--- config.mk ---
export PLATFORM = sky130hd
export DESIGN_NAME = aud_top
export DESIGN_NICKNAME = d
export VERILOG_FILES = /design/src/hdl/aud_pkg.sv /design/src/hdl/play_ctrl_if.sv /design/src/hdl/aud_apb_regs.sv /design/src/hdl/aud_dsp.sv /design/src/hdl/aud_player.sv /design/src/hdl/aud_top.sv
export VERILOG_INCLUDE_DIRS = /design/src /design/src/hdl
export SDC_FILE = /design/constraint.sdc
export NUM_CORES = 1
export LEC_CHECK = 0
export BUFFER_PORTS_ARGS = -buffer_cell sky130_fd_sc_hd__buf_2
export CAP_MARGIN = 20
export CORE_ASPECT_RATIO = 1.1
export CORE_UTILIZATION = 45
export CTS_CLUSTER_SIZE = 20
export DETAILED_ROUTE_END_ITERATION = 12
export PLACE_DENSITY = 0.71
export SETUP_SLACK_MARGIN = 0.05
export SLEW_MARGIN = 20
export SYNTH_ARGS = -nofsm -noshare
export SYNTH_HDL_FRONTEND = slang
export SYNTH_SLANG_ARGS = --single-unit
--- constraint.sdc ---
create_clock -name i_clk -period 57.8 [get_ports i_clk]
set_input_delay 8.67 -clock i_clk [delete_from_list [all_inputs] [get_ports i_clk]]
set_output_delay 8.67 -clock i_clk [all_outputs]
set_load 0.02 [all_outputs]
--- src/hdl/aud_settings.svh ---
`ifndef AUD_SETTINGS_SVH
`define AUD_SETTINGS_SVH

// sample and sram widths
`define AUD_SAMPLE_W 16
`define AUD_ADDR_W 20

// speed factor runs 1 to 8
`define AUD_SPEED_MAX 8

// apb byte offsets
`define AUD_REG_CTRL 4'h0
`define AUD_REG_LEN 4'h4
`define AUD_REG_CMD 4'h8
`define AUD_REG_STATUS 4'hC

`endif

--- src/hdl/aud_pkg.sv ---
`default_nettype none

`include "aud_settings.svh"

package aud_pkg;

	typedef enum logic [1:0] {
		MODE_FAST   = 2'd0,
		MODE_HOLD   = 2'd1,
		MODE_LINEAR = 2'd2
	} play_mode_e;

	typedef enum logic [2:0] {
		ST_IDLE  = 3'd0,
		ST_FETCH = 3'd1,
		ST_SEND  = 3'd2
	} dsp_state_e;

	typedef logic signed [`AUD_SAMPLE_W-1:0] sample_t;
	typedef logic [`AUD_ADDR_W-1:0] sram_addr_t;
	typedef logic [3:0] speed_t;

endpackage

`default_nettype wire

--- src/hdl/play_ctrl_if.sv ---
`timescale 1ns/1ps
`default_nettype none

interface play_ctrl_if import aud_pkg::*; ();

	// commands and setup
	logic       start;
	logic       stop;
	logic       pause;
	play_mode_e mode;
	speed_t     speed;
	sram_addr_t length;

	// status back from the engine
	logic       busy;
	logic       done;

	modport regs (
		output start, stop, pause, mode, speed, length,
		input  busy, done
	);

	modport dsp (
		input  start, stop, mode, speed, length,
		output busy, done
	);

endinterface

`default_nettype wire

--- src/hdl/aud_apb_regs.sv ---
`timescale 1ns/1ps
`default_nettype none

`include "aud_settings.svh"

module aud_apb_regs import aud_pkg::*; (
	input  wire logic        i_clk,
	input  wire logic        i_rst_n,
	input  wire logic        i_psel,
	input  wire logic        i_penable,
	input  wire logic        i_pwrite,
	input  wire logic [3:0]  i_paddr,
	input  wire logic [31:0] i_pwdata,
	output logic [31:0]      o_prdata,
	output logic             o_pready,
	output logic             o_pslverr,
	play_ctrl_if.regs        ctrl
);

	play_mode_e mode_r;
	speed_t     speed_r;
	speed_t     wr_speed;
	sram_addr_t len_r;
	logic       start_r;
	logic       stop_r;
	logic       pause_r;
	logic       done_r;
	logic       stopped_r;
	logic       stop_seen_r;
	logic       access;
	logic       addr_ok;
	logic       cfg_busy;
	logic       wr_en;

	assign access = i_psel && i_penable;
	assign addr_ok = (i_paddr == `AUD_REG_CTRL) || (i_paddr == `AUD_REG_LEN) ||
		(i_paddr == `AUD_REG_CMD) || (i_paddr == `AUD_REG_STATUS);
	// setup is frozen while a run is in progress
	assign cfg_busy = i_pwrite && ctrl.busy &&
		((i_paddr == `AUD_REG_CTRL) || (i_paddr == `AUD_REG_LEN));
	assign o_pslverr = access && (!addr_ok || cfg_busy);
	assign o_pready = 1'b1;
	assign wr_en = access && i_pwrite && !o_pslverr;

	// clamp speed into 1..max
	always_comb begin
		wr_speed = speed_t'(i_pwdata[7:4]);
		if (wr_speed == '0)
			wr_speed = speed_t'(1);
		else if (wr_speed > speed_t'(`AUD_SPEED_MAX))
			wr_speed = speed_t'(`AUD_SPEED_MAX);
	end

	always_ff @(posedge i_clk) begin
		if (!i_rst_n) begin
			mode_r <= MODE_FAST;
			speed_r <= speed_t'(1);
			len_r <= '0;
			start_r <= 1'b0;
			stop_r <= 1'b0;
			pause_r <= 1'b0;
			done_r <= 1'b0;
			stopped_r <= 1'b0;
			stop_seen_r <= 1'b0;
		end else begin
			start_r <= 1'b0;
			stop_r <= 1'b0;
			if (wr_en) begin
				case (i_paddr)
					`AUD_REG_CTRL: begin
						mode_r <= play_mode_e'(i_pwdata[1:0]);
						speed_r <= wr_speed;
					end
					`AUD_REG_LEN: len_r <= i_pwdata[`AUD_ADDR_W-1:0];
					`AUD_REG_CMD: begin
						// stop wins over start in one write
						stop_r <= i_pwdata[1];
						start_r <= i_pwdata[0] && !i_pwdata[1] && !ctrl.busy;
						if (i_pwdata[1] || i_pwdata[3])
							pause_r <= 1'b0;
						else if (i_pwdata[2])
							pause_r <= 1'b1;
					end
					default: ;
				endcase
			end
			if (start_r) begin
				done_r <= 1'b0;
				stopped_r <= 1'b0;
				stop_seen_r <= 1'b0;
			end else begin
				if (stop_r)
					stop_seen_r <= 1'b1;
				if (ctrl.done)
					done_r <= 1'b1;
				if (ctrl.done && (stop_seen_r || stop_r))
					stopped_r <= 1'b1;
			end
		end
	end

	always_comb begin
		o_prdata = '0;
		case (i_paddr)
			`AUD_REG_CTRL: o_prdata = {24'd0, speed_r, 2'd0, mode_r};
			`AUD_REG_LEN: o_prdata[`AUD_ADDR_W-1:0] = len_r;
			`AUD_REG_STATUS: o_prdata[2:0] = {stopped_r, done_r, ctrl.busy};
			default: o_prdata = '0;
		endcase
	end

	assign ctrl.start = start_r;
	assign ctrl.stop = stop_r;
	assign ctrl.pause = pause_r;
	assign ctrl.mode = mode_r;
	assign ctrl.speed = speed_r;
	assign ctrl.length = len_r;

	assert property (@(posedge i_clk) disable iff (!i_rst_n) !(start_r && stop_r))
		else $error("start and stop pulsed together");

endmodule

`default_nettype wire

--- src/hdl/aud_dsp.sv ---
`timescale 1ns/1ps
`default_nettype none

`include "aud_settings.svh"

module aud_dsp import aud_pkg::*; (
	input  wire logic    i_clk,
	input  wire logic    i_rst_n,
	play_ctrl_if.dsp     ctrl,
	input  wire sample_t i_sram_data,
	output sram_addr_t   o_sram_addr,
	output logic         o_send_en,
	output sample_t      o_send_data,
	input  wire logic    i_sent
);

	localparam int CNT_W = `AUD_ADDR_W + 4;

	dsp_state_e             state_r;
	play_mode_e             mode_r;
	speed_t                 speed_r;
	sram_addr_t             len_r;
	sram_addr_t             addr_r;
	speed_t                 phase_r;
	logic [1:0]             fetch_r;
	logic [CNT_W-1:0]       cnt_r;
	logic [CNT_W-1:0]       total_slow;
	logic [`AUD_ADDR_W:0]   next_fast;
	logic                   at_end;
	logic                   run_last;
	sample_t                pair_lo_r;
	sample_t                pair_hi_r;
	sample_t                diff;
	sample_t                step;
	sample_t                send_data_r;
	logic                   send_en_r;
	logic                   busy_r;
	logic                   done_r;

	// slow modes give (n-1)*s+1 samples
	assign total_slow = CNT_W'(len_r - 1'b1) * CNT_W'(speed_r) + 1'b1;
	assign next_fast = {1'b0, addr_r} + speed_r;
	assign at_end = (addr_r == len_r - 1'b1);
	assign run_last = (mode_r == MODE_FAST) ? (next_fast >= {1'b0, len_r}) :
		(cnt_r == total_slow);

	// wrapped difference, quotient truncates toward zero
	assign diff = pair_hi_r - pair_lo_r;
	assign step = diff / $signed({1'b0, speed_r});

	// second fetch cycle reads the upper neighbour
	assign o_sram_addr = (state_r == ST_FETCH && fetch_r == 2'd1 && !at_end) ?
		addr_r + 1'b1 : addr_r;

	always_ff @(posedge i_clk) begin
		if (!i_rst_n) begin
			state_r <= ST_IDLE;
			mode_r <= MODE_FAST;
			speed_r <= speed_t'(1);
			len_r <= '0;
			addr_r <= '0;
			phase_r <= '0;
			fetch_r <= '0;
			cnt_r <= '0;
			send_en_r <= 1'b0;
			busy_r <= 1'b0;
			done_r <= 1'b0;
		end else begin
			done_r <= 1'b0;
			case (state_r)
				ST_IDLE: begin
					if (ctrl.start) begin
						mode_r <= ctrl.mode;
						speed_r <= ctrl.speed;
						len_r <= ctrl.length;
						addr_r <= '0;
						phase_r <= '0;
						fetch_r <= '0;
						cnt_r <= '0;
						// empty record finishes at once
						if (ctrl.length == '0) begin
							done_r <= 1'b1;
						end else begin
							busy_r <= 1'b1;
							state_r <= ST_FETCH;
						end
					end
				end
				ST_FETCH: begin
					if (mode_r == MODE_FAST || fetch_r == 2'd2) begin
						fetch_r <= '0;
						send_en_r <= 1'b1;
						cnt_r <= cnt_r + 1'b1;
						state_r <= ST_SEND;
					end else begin
						fetch_r <= fetch_r + 1'b1;
					end
				end
				ST_SEND: begin
					if (i_sent) begin
						send_en_r <= 1'b0;
						if (run_last) begin
							busy_r <= 1'b0;
							done_r <= 1'b1;
							state_r <= ST_IDLE;
						end else begin
							state_r <= ST_FETCH;
							if (mode_r == MODE_FAST) begin
								addr_r <= next_fast[`AUD_ADDR_W-1:0];
							end else if (phase_r == speed_r - 1'b1) begin
								phase_r <= '0;
								addr_r <= addr_r + 1'b1;
							end else begin
								phase_r <= phase_r + 1'b1;
							end
						end
					end
				end
				default: state_r <= ST_IDLE;
			endcase
			// stop overrides the run
			if (ctrl.stop && state_r != ST_IDLE) begin
				state_r <= ST_IDLE;
				busy_r <= 1'b0;
				send_en_r <= 1'b0;
				fetch_r <= '0;
				done_r <= 1'b1;
			end
		end
	end

	always_ff @(posedge i_clk) begin
		if (state_r == ST_FETCH) begin
			if (fetch_r == 2'd0)
				pair_lo_r <= i_sram_data;
			if (fetch_r == 2'd1)
				pair_hi_r <= i_sram_data;
			if (mode_r == MODE_FAST) begin
				send_data_r <= i_sram_data;
			end else if (fetch_r == 2'd2) begin
				// linear builds on the previous sample
				if (mode_r == MODE_HOLD || phase_r == '0)
					send_data_r <= pair_lo_r;
				else
					send_data_r <= send_data_r + step;
			end
		end
	end

	assign o_send_en = send_en_r;
	assign o_send_data = send_data_r;
	assign ctrl.busy = busy_r;
	assign ctrl.done = done_r;

	assert property (@(posedge i_clk) disable iff (!i_rst_n) busy_r |-> o_sram_addr < len_r)
		else $error("sram address past record length");

	assert property (@(posedge i_clk) disable iff (!i_rst_n)
		o_send_en && !i_sent |=> $stable(o_send_data))
		else $error("send data changed before sent");

	assert property (@(posedge i_clk) disable iff (!i_rst_n) busy_r |-> speed_r != '0)
		else $error("zero speed latched");

endmodule

`default_nettype wire

--- src/hdl/aud_player.sv ---
`timescale 1ns/1ps
`default_nettype none

`include "aud_settings.svh"

module aud_player import aud_pkg::*; (
	input  wire logic    i_clk,
	input  wire logic    i_rst_n,
	input  wire logic    i_daclrck,
	input  wire logic    i_pause,
	input  wire logic    i_send_en,
	input  wire sample_t i_send_data,
	output logic         o_sent,
	output logic         o_dacdat
);

	localparam int BIT_W = $clog2(`AUD_SAMPLE_W);

	logic             lrck_q;
	logic             lrck_rise;
	logic             load;
	logic             active_r;
	logic             sent_r;
	logic [BIT_W-1:0] bit_cnt_r;
	sample_t          shift_r;

	assign lrck_rise = i_daclrck && !lrck_q;
	// send_en is still high in the sent cycle
	assign load = lrck_rise && i_send_en && !i_pause && !active_r && !sent_r;

	always_ff @(posedge i_clk) begin
		if (!i_rst_n) begin
			lrck_q <= 1'b0;
			active_r <= 1'b0;
			sent_r <= 1'b0;
			bit_cnt_r <= '0;
		end else begin
			lrck_q <= i_daclrck;
			sent_r <= 1'b0;
			if (load) begin
				active_r <= 1'b1;
				bit_cnt_r <= '0;
			end else if (active_r) begin
				bit_cnt_r <= bit_cnt_r + 1'b1;
				if (bit_cnt_r == BIT_W'(`AUD_SAMPLE_W - 1)) begin
					active_r <= 1'b0;
					sent_r <= 1'b1;
				end
			end
		end
	end

	always_ff @(posedge i_clk) begin
		if (load)
			shift_r <= i_send_data;
		else if (active_r)
			shift_r <= {shift_r[`AUD_SAMPLE_W-2:0], 1'b0};
	end

	// msb first, low when idle
	assign o_dacdat = active_r && shift_r[`AUD_SAMPLE_W-1];
	assign o_sent = sent_r;

	assert property (@(posedge i_clk) disable iff (!i_rst_n) o_sent |=> !o_sent)
		else $error("sent held for two cycles");

endmodule

`default_nettype wire

--- src/hdl/aud_top.sv ---
`timescale 1ns/1ps
`default_nettype none

module aud_top import aud_pkg::*; (
	input  wire logic        i_clk,
	input  wire logic        i_rst_n,
	input  wire logic        i_psel,
	input  wire logic        i_penable,
	input  wire logic        i_pwrite,
	input  wire logic [3:0]  i_paddr,
	input  wire logic [31:0] i_pwdata,
	output logic [31:0]      o_prdata,
	output logic             o_pready,
	output logic             o_pslverr,
	input  wire logic        i_daclrck,
	input  wire sample_t     i_sram_data,
	output sram_addr_t       o_sram_addr,
	output logic             o_dacdat
);

	// dsp to player handshake
	logic    send_en;
	sample_t send_data;
	logic    sent;

	play_ctrl_if ctrl ();

	aud_apb_regs regs_i (
		.i_clk     (i_clk),
		.i_rst_n   (i_rst_n),
		.i_psel    (i_psel),
		.i_penable (i_penable),
		.i_pwrite  (i_pwrite),
		.i_paddr   (i_paddr),
		.i_pwdata  (i_pwdata),
		.o_prdata  (o_prdata),
		.o_pready  (o_pready),
		.o_pslverr (o_pslverr),
		.ctrl      (ctrl.regs)
	);

	aud_dsp dsp_i (
		.i_clk       (i_clk),
		.i_rst_n     (i_rst_n),
		.ctrl        (ctrl.dsp),
		.i_sram_data (i_sram_data),
		.o_sram_addr (o_sram_addr),
		.o_send_en   (send_en),
		.o_send_data (send_data),
		.i_sent      (sent)
	);

	aud_player player_i (
		.i_clk       (i_clk),
		.i_rst_n     (i_rst_n),
		.i_daclrck   (i_daclrck),
		.i_pause     (ctrl.pause),
		.i_send_en   (send_en),
		.i_send_data (send_data),
		.o_sent      (sent),
		.o_dacdat    (o_dacdat)
	);

endmodule

`default_nettype wire

[After elaboration in Yosys (flattened, before gate mapping)]
Cells that the tools add are included.
Word-level totals
  input bits: 58
  output and inout bits: 55
  word-level logic and storage cells: 189
  register bits after elaboration: 185
Operators by class
  div/mod/pow operators: 1
  bitwise gates (word level): 2
  multiply operators: 1
  reductions and logical operators: 68
  add/subtract/negate cells: 12
  magnitude comparators: 2
  equality and inequality tests: 20
  mux-type cells: 55
Operators with widths (count)
  $mux W20: 6
  $mux W16: 5
  $add A24 B1 Y24 const B: 2
  $mux W24: 2
  $pmux W24 S2: 1
  $pmux W20 S2: 1
  $pmux W17 S2: 1
  $mux W4: 7
  $eq A24 B24 Y1: 1
  $mul A24 B4 Y24: 1
  $add A20 B4 Y21: 1
  $ge A21 B20 Y1: 1
  $sub A20 B1 Y21 const B: 1
  $add A20 B1 Y20 const B: 1
  $eq A20 B20 Y1: 1
  $logic_not A20 Y1: 1
  $sub A20 B1 Y20 const B: 1
  $mux W1: 19
  $logic_and A1 B1 Y1: 18
  $pmux W3 S3: 2
  $add A16 B16 Y16: 1
  $div A16 B5 Y16: 1
  $sub A16 B16 Y16: 1
  $reduce_and A5 Y1: 3
  32 further kinds: 82

[Logic depth before layout (Yosys ltp)]
  depth in word-level cells: 10
  gate-level depth with buffers: 187

[Cells and area by module]
Synthesis repeated with hierarchy kept, for this count alone.
Second synthesis, totals
  cells, all modules: 2337
  area, all modules: 19342.3 um^2
By module, submodules not included
  aud_dsp: seq. area each 3062.9 um^2, cells each 2073, area each 16605.9 um^2, times used 1
  aud_apb_regs: seq. area each 640.6 um^2, cells each 199, area each 1689.1 um^2, times used 1
  aud_player: seq. area each 620.6 um^2, cells each 65, area each 1047.3 um^2, times used 1

[Worst setup path after synthesis]
No wires, ideal clock.
  kind: reg-to-reg
  start point: register dsp_i.pair_hi_r[5]
  end point: register dsp_i.send_data_r[15], in the netlist dsp_i.o_send_data[15] (data pin)
  buffers on the path: 8
  period minus slack after synthesis: 35219 ps
  library setup time: 253 ps
  slack: 22581 ps
  stages on the path, launching flop included: 183
  data arrival time: 34965 ps
  cell sequence: edfxtp_1 -> ha_1 -> buf_2 -> a21o_1 -> a211o_1 -> o2111a_1 -> or3_1 -> a22oi_4 -> nand2_1 -> nor4_1 -> ha_1 -> nand2_1 -> o21a_1 -> ha_1 -> o21ai_0 -> inv_1 -> o21a_1 -> or3_1 -> (+147 left out) -> a21o_1 -> a21o_1 -> a21o_1 -> a21oi_1 -> o21bai_1 -> a21oi_1 -> o21ai_0 -> a21oi_1 -> o21bai_1 -> a21oi_1 -> o21bai_1 -> a21o_1 -> a21oi_1 -> xnor2_1 -> nor2_1 -> or4b_1 -> nand4_1 -> nor2_1
Between the ends
  cells in the longest elaborated chain, start to end: 6
RTL lines
  start: declaration: RTL line aud_dsp.sv:32  | sample_t pair_hi_r;
  start signal: assignment: RTL line aud_dsp.sv:137  | pair_hi_r <= i_sram_data;
  $sub A16 B16 Y16: RTL line aud_dsp.sv:48  | assign diff = pair_hi_r - pair_lo_r;
  $div A16 B5 Y16: RTL line aud_dsp.sv:49  | assign step = diff / $signed({1'b0, speed_r});
  $add A16 B16 Y16: RTL line aud_dsp.sv:145  | send_data_r <= send_data_r + step;
  $mux W16: RTL line aud_dsp.sv:142  | if (mode_r == MODE_HOLD || phase_r == '0)
  $mux W16: RTL line aud_dsp.sv:140  | end else if (fetch_r == 2'd2) begin
  $mux W16: RTL line aud_dsp.sv:138  | if (mode_r == MODE_FAST) begin
  end signal: assignment: RTL line aud_dsp.sv:139  | send_data_r <= i_sram_data;
  end signal: assignment: RTL line aud_dsp.sv:143  | send_data_r <= pair_lo_r;
  end signal: assignment: RTL line aud_dsp.sv:145
  end: declaration: RTL line aud_dsp.sv:35  | sample_t send_data_r;
No other way between the ends. The select of a mux whose other input is x is not followed.
A chain may end at the register's enable or synchronous reset.

[Final worst setup path]
  start point: register dsp_i.pair_lo_r[4]
  end point: register dsp_i.send_data_r[15], in the netlist dsp_i.o_send_data[15] (data pin)
Between the ends
  cells in the longest elaborated chain, start to end: 6
RTL lines
  start: declaration: RTL line aud_dsp.sv:31  | sample_t pair_lo_r;
  start signal: assignment: RTL line aud_dsp.sv:135  | pair_lo_r <= i_sram_data;
  $sub A16 B16 Y16: RTL line aud_dsp.sv:48
  $div A16 B5 Y16: RTL line aud_dsp.sv:49
  $add A16 B16 Y16: RTL line aud_dsp.sv:145
  $mux W16: RTL line aud_dsp.sv:142
  $mux W16: RTL line aud_dsp.sv:140
  $mux W16: RTL line aud_dsp.sv:138
No other way between the ends. The select of a mux whose other input is x is not followed.

==> results_dict.tcl <==
set metrics [dict create \
    slowest_delay_ps 830 \
    seq_area_frac_synth 0.220 \
    clockBufferDepth 2 \
    finalWeightedCongestion 0.940 \
    grt_pass1_vias 17600 \
    nFillCells 4107 \
    num_vias 17800 \
    hpwl_mm 40.7 \
    synthDistinctLibCells 119 \
    clk_latency_ps 460 \
    drc 0 \
    htree_levels 4 \
    syn_to_final_growth_pct 6.95 \
    hold_viol 0 \
    yosys_register_bits 184 \
    fp-row-count 79 \
    cts_root_buf "clkbuf_16" \
    grt_pass1_wl_mm 87.2 \
    clkTransAtPathRegs_ps 70 \
    max_freq_ghz 0.0226 \
    die_area_sq_um 44600 \
    p_per_area_nw_per_um2 13.2 \
    ys_top_cells_by_area "dfxtp_1 (12%), edfxtp_1 (9.8%), ha_1 (9.6%)" \
    seq_power_share 0.482 \
    synth_most_common_cell "nor2_1" \
    combPwrFrac 0.118 \
    intPower_uw 202 \
    dp_cells 2998 \
    critical_path_class "reg -> reg" \
    p_leak_uw 0.00829 \
    holdBufCountCts 0 \
    worstPathMaxFanout 16 \
    status "completed" \
    synth_xor_xnor_area_share 0.104 \
    yosys.area.top_type_share 0.122 \
    start_kind "flip-flop" \
    worstHoldPathType "reg -> reg" \
    crit_path_top_delay_cell "or4_1" \
    drt-total-wl_mm 52.4 \
    portBuffers 87 \
    cts-resized-gates 0 \
    initial_core_util 0.461 \
    synth_compound_area_frac 0.224 \
    drt_iter0_drc 1004 \
    r2r_slack_ps 13490 \
    synthMuxAreaShare 0.0361 \
    coreArea_sq_um 42700 \
    synth-simple-area-share 0.233 \
    cts_buffers 17 \
    cts_sinks 184 \
    maxSlewHeadroom 0.351 \
    tightest_slew_ps 973 \
    setup_viol 0 \
    ys_warn_count 0 \
    route.detailed.wl_per_inst_um 17.3 \
    nets 2703 \
    p_clk_frac 0.400 \
    synthCells 2426 \
    die_y_um 221 \
    synth_top_family_by_area "simple AND/OR/NAND/NOR gates" \
    cts_tree "yes" \
    synth.avg_cell_area_sq_um 8.11 \
    synth_common_cells "nor2_1 (272), nand2_1 (248), xnor2_1 (156), ha_1 (151), dfxtp_1 (120)" \
    final_layout_size_suffix_gt1_frac 0.101 \
    synth_edf_count 64 \
    dieWidth_um 201 \
    overflow 0 \
    max-vdd-ir-drop_uv 19.6 \
    synth_area_sq_um 19700 \
    switching_power_uw 75.6 \
    ys.flop_type "dfxtp_1" \
    cpMostUsedCell "a21oi_1" \
    pre_cts_ws_ps 14230 \
    end_kind "flip-flop" \
    power.share.switching 0.273 \
    synth_top_cell_by_area "dfxtp_1" \
    crit_required_ps 58020 \
    synthArstFlopShare 0 \
    rsz0062_at_grt "false" \
    grt_max_degree 90 \
    fin_crit_sh 0.767 \
    layout_setup_ws_ps 13490 \
    antennaDiodeCount 0 \
    stdcell_count 3030 \
    vias_per_cell 5.89 \
    antenna_left 0 \
    setup_tns_ps 0 \
    clock_skew_ps 12.0 \
    synthAdderAreaFrac 0.141 \
    antenna_found_initial 0 \
    min_period_ps 44310 \
    ios 113 \
    maxCapViolCount 0 \
    postCtsSetupRepairBufs 0 \
    slew_violations 0 \
    track_usage 0.236 \
    arrival_ps 44530 \
    drtPass1Iterations 5 \
]
registers in the layout, summed over array words and instances (netlist names), 2 cells and up:
name and cells:
dsp_i.speed_r 4, dsp_i.mode_r 2, player_i.shift_r 16, regs_i.ctrl.length 20
regs_i.ctrl.speed 4, dsp_i.pair_hi_r 16, player_i.bit_cnt_r 4, dsp_i.fetch_r 2
dsp_i.state_r 2, dsp_i.cnt_r 24, dsp_i.phase_r 4, dsp_i.pair_lo_r 16
regs_i.ctrl.mode 2, dsp_i.len_r 20, dsp_i.addr_r 20, dsp_i.o_send_data 16
worst max-delay path: cells and delay by family (launching register included):
kind / cells / cell delay (ps)
AO/OA/AOI/OAI: 89 / 22010
AND/OR/NAND/NOR: 54 / 14320
adder cells (fa/ha/maj): 19 / 5920
multiplexers: 2 / 690
XOR/XNOR: 2 / 430
flip-flops: 1 / 350
buffers and inverters: 3 / 250
layout make-up:
cell class,count,area [sq um],area share
tap,567,709,0.0337
clock buffer,18,429,0.0204
clock inverter,14,116,0.00553
timing repair buffer,101,541,0.0257
sequential,184,4320,0.206
inverter,85,319,0.0152
multi-input combinational,2061,14600,0.694
kinds of logic (layout without fill, tap and decap cells):
logic type | Yosys count | count (layout)
and+or+nand+nor | 940 | 940
AOI/OAI and AO/OA | 612 | 612
xor gates and xnor gates | 234 | 234
adders and majority gates | 196 | 196
buffers and inverters | 192 | 218
DFF | 184 | 184
muxes | 66 | 66
other | 2 | 13
power groups by stage:
stage,sequential (uW),clock [uW],combinational [uW]
3_5_place_dp,137,0,32.0
4_1_cts,134,113,32.3
3_3_place_gp,137,0,31.5
6_report,134,111,32.8
2_1_floorplan,137,0,24.7
5_1_grt,134,118,35.8
placed cells by master (no fill, tap or decap), drive strengths merged, types with 64 or more instances in the layout:
cell,count
dfxtp,120
inv,90
xnor2,156
ha,151
edfxtp,64
nor3,71
xor2,78
nand2,248
o21ai,111
nor2,273
a21o,67
a21oi,119
buf,101
through the flow:
stage | hold WS [ps] | power (uW) | util | area, sq um
floorplan | 426 | 161 | - | 19700
global placement | 456 | 168 | 0.480 | 20500
detailed placement | 464 | 169 | 0.480 | 20500
CTS | 474 | 279 | 0.493 | 21000
global route | 489 | 287 | 0.493 | 21000
finish | 469 | 277 | 0.493 | 21000
routing by layer:
layer | routed length (um) | track usage
met1 | 22400 | 0.285
met2 | 26100 | 0.424
met3 | 2060 | 0.0244
met4 | 1840 | 0.0987
met5 | 0 | 0
final timing paths:
path                                                    from                         endpoint  depth (start not counted)
worst max-delay path            dsp_i.pair_lo_r[4]$_DFFE_PP_  dsp_i.o_send_data[15]$_DFFE_PP_                        169
worst min-delay path            dsp_i.o_send_en$_SDFFE_PP0P_     dsp_i.o_send_en$_SDFFE_PP0P_                          2
worst max register to register  dsp_i.pair_lo_r[4]$_DFFE_PP_  dsp_i.o_send_data[15]$_DFFE_PP_                        169
worst min register to register  dsp_i.o_send_en$_SDFFE_PP0P_     dsp_i.o_send_en$_SDFFE_PP0P_                          2
Note: power is estimated with default switching activity, not from simulation.
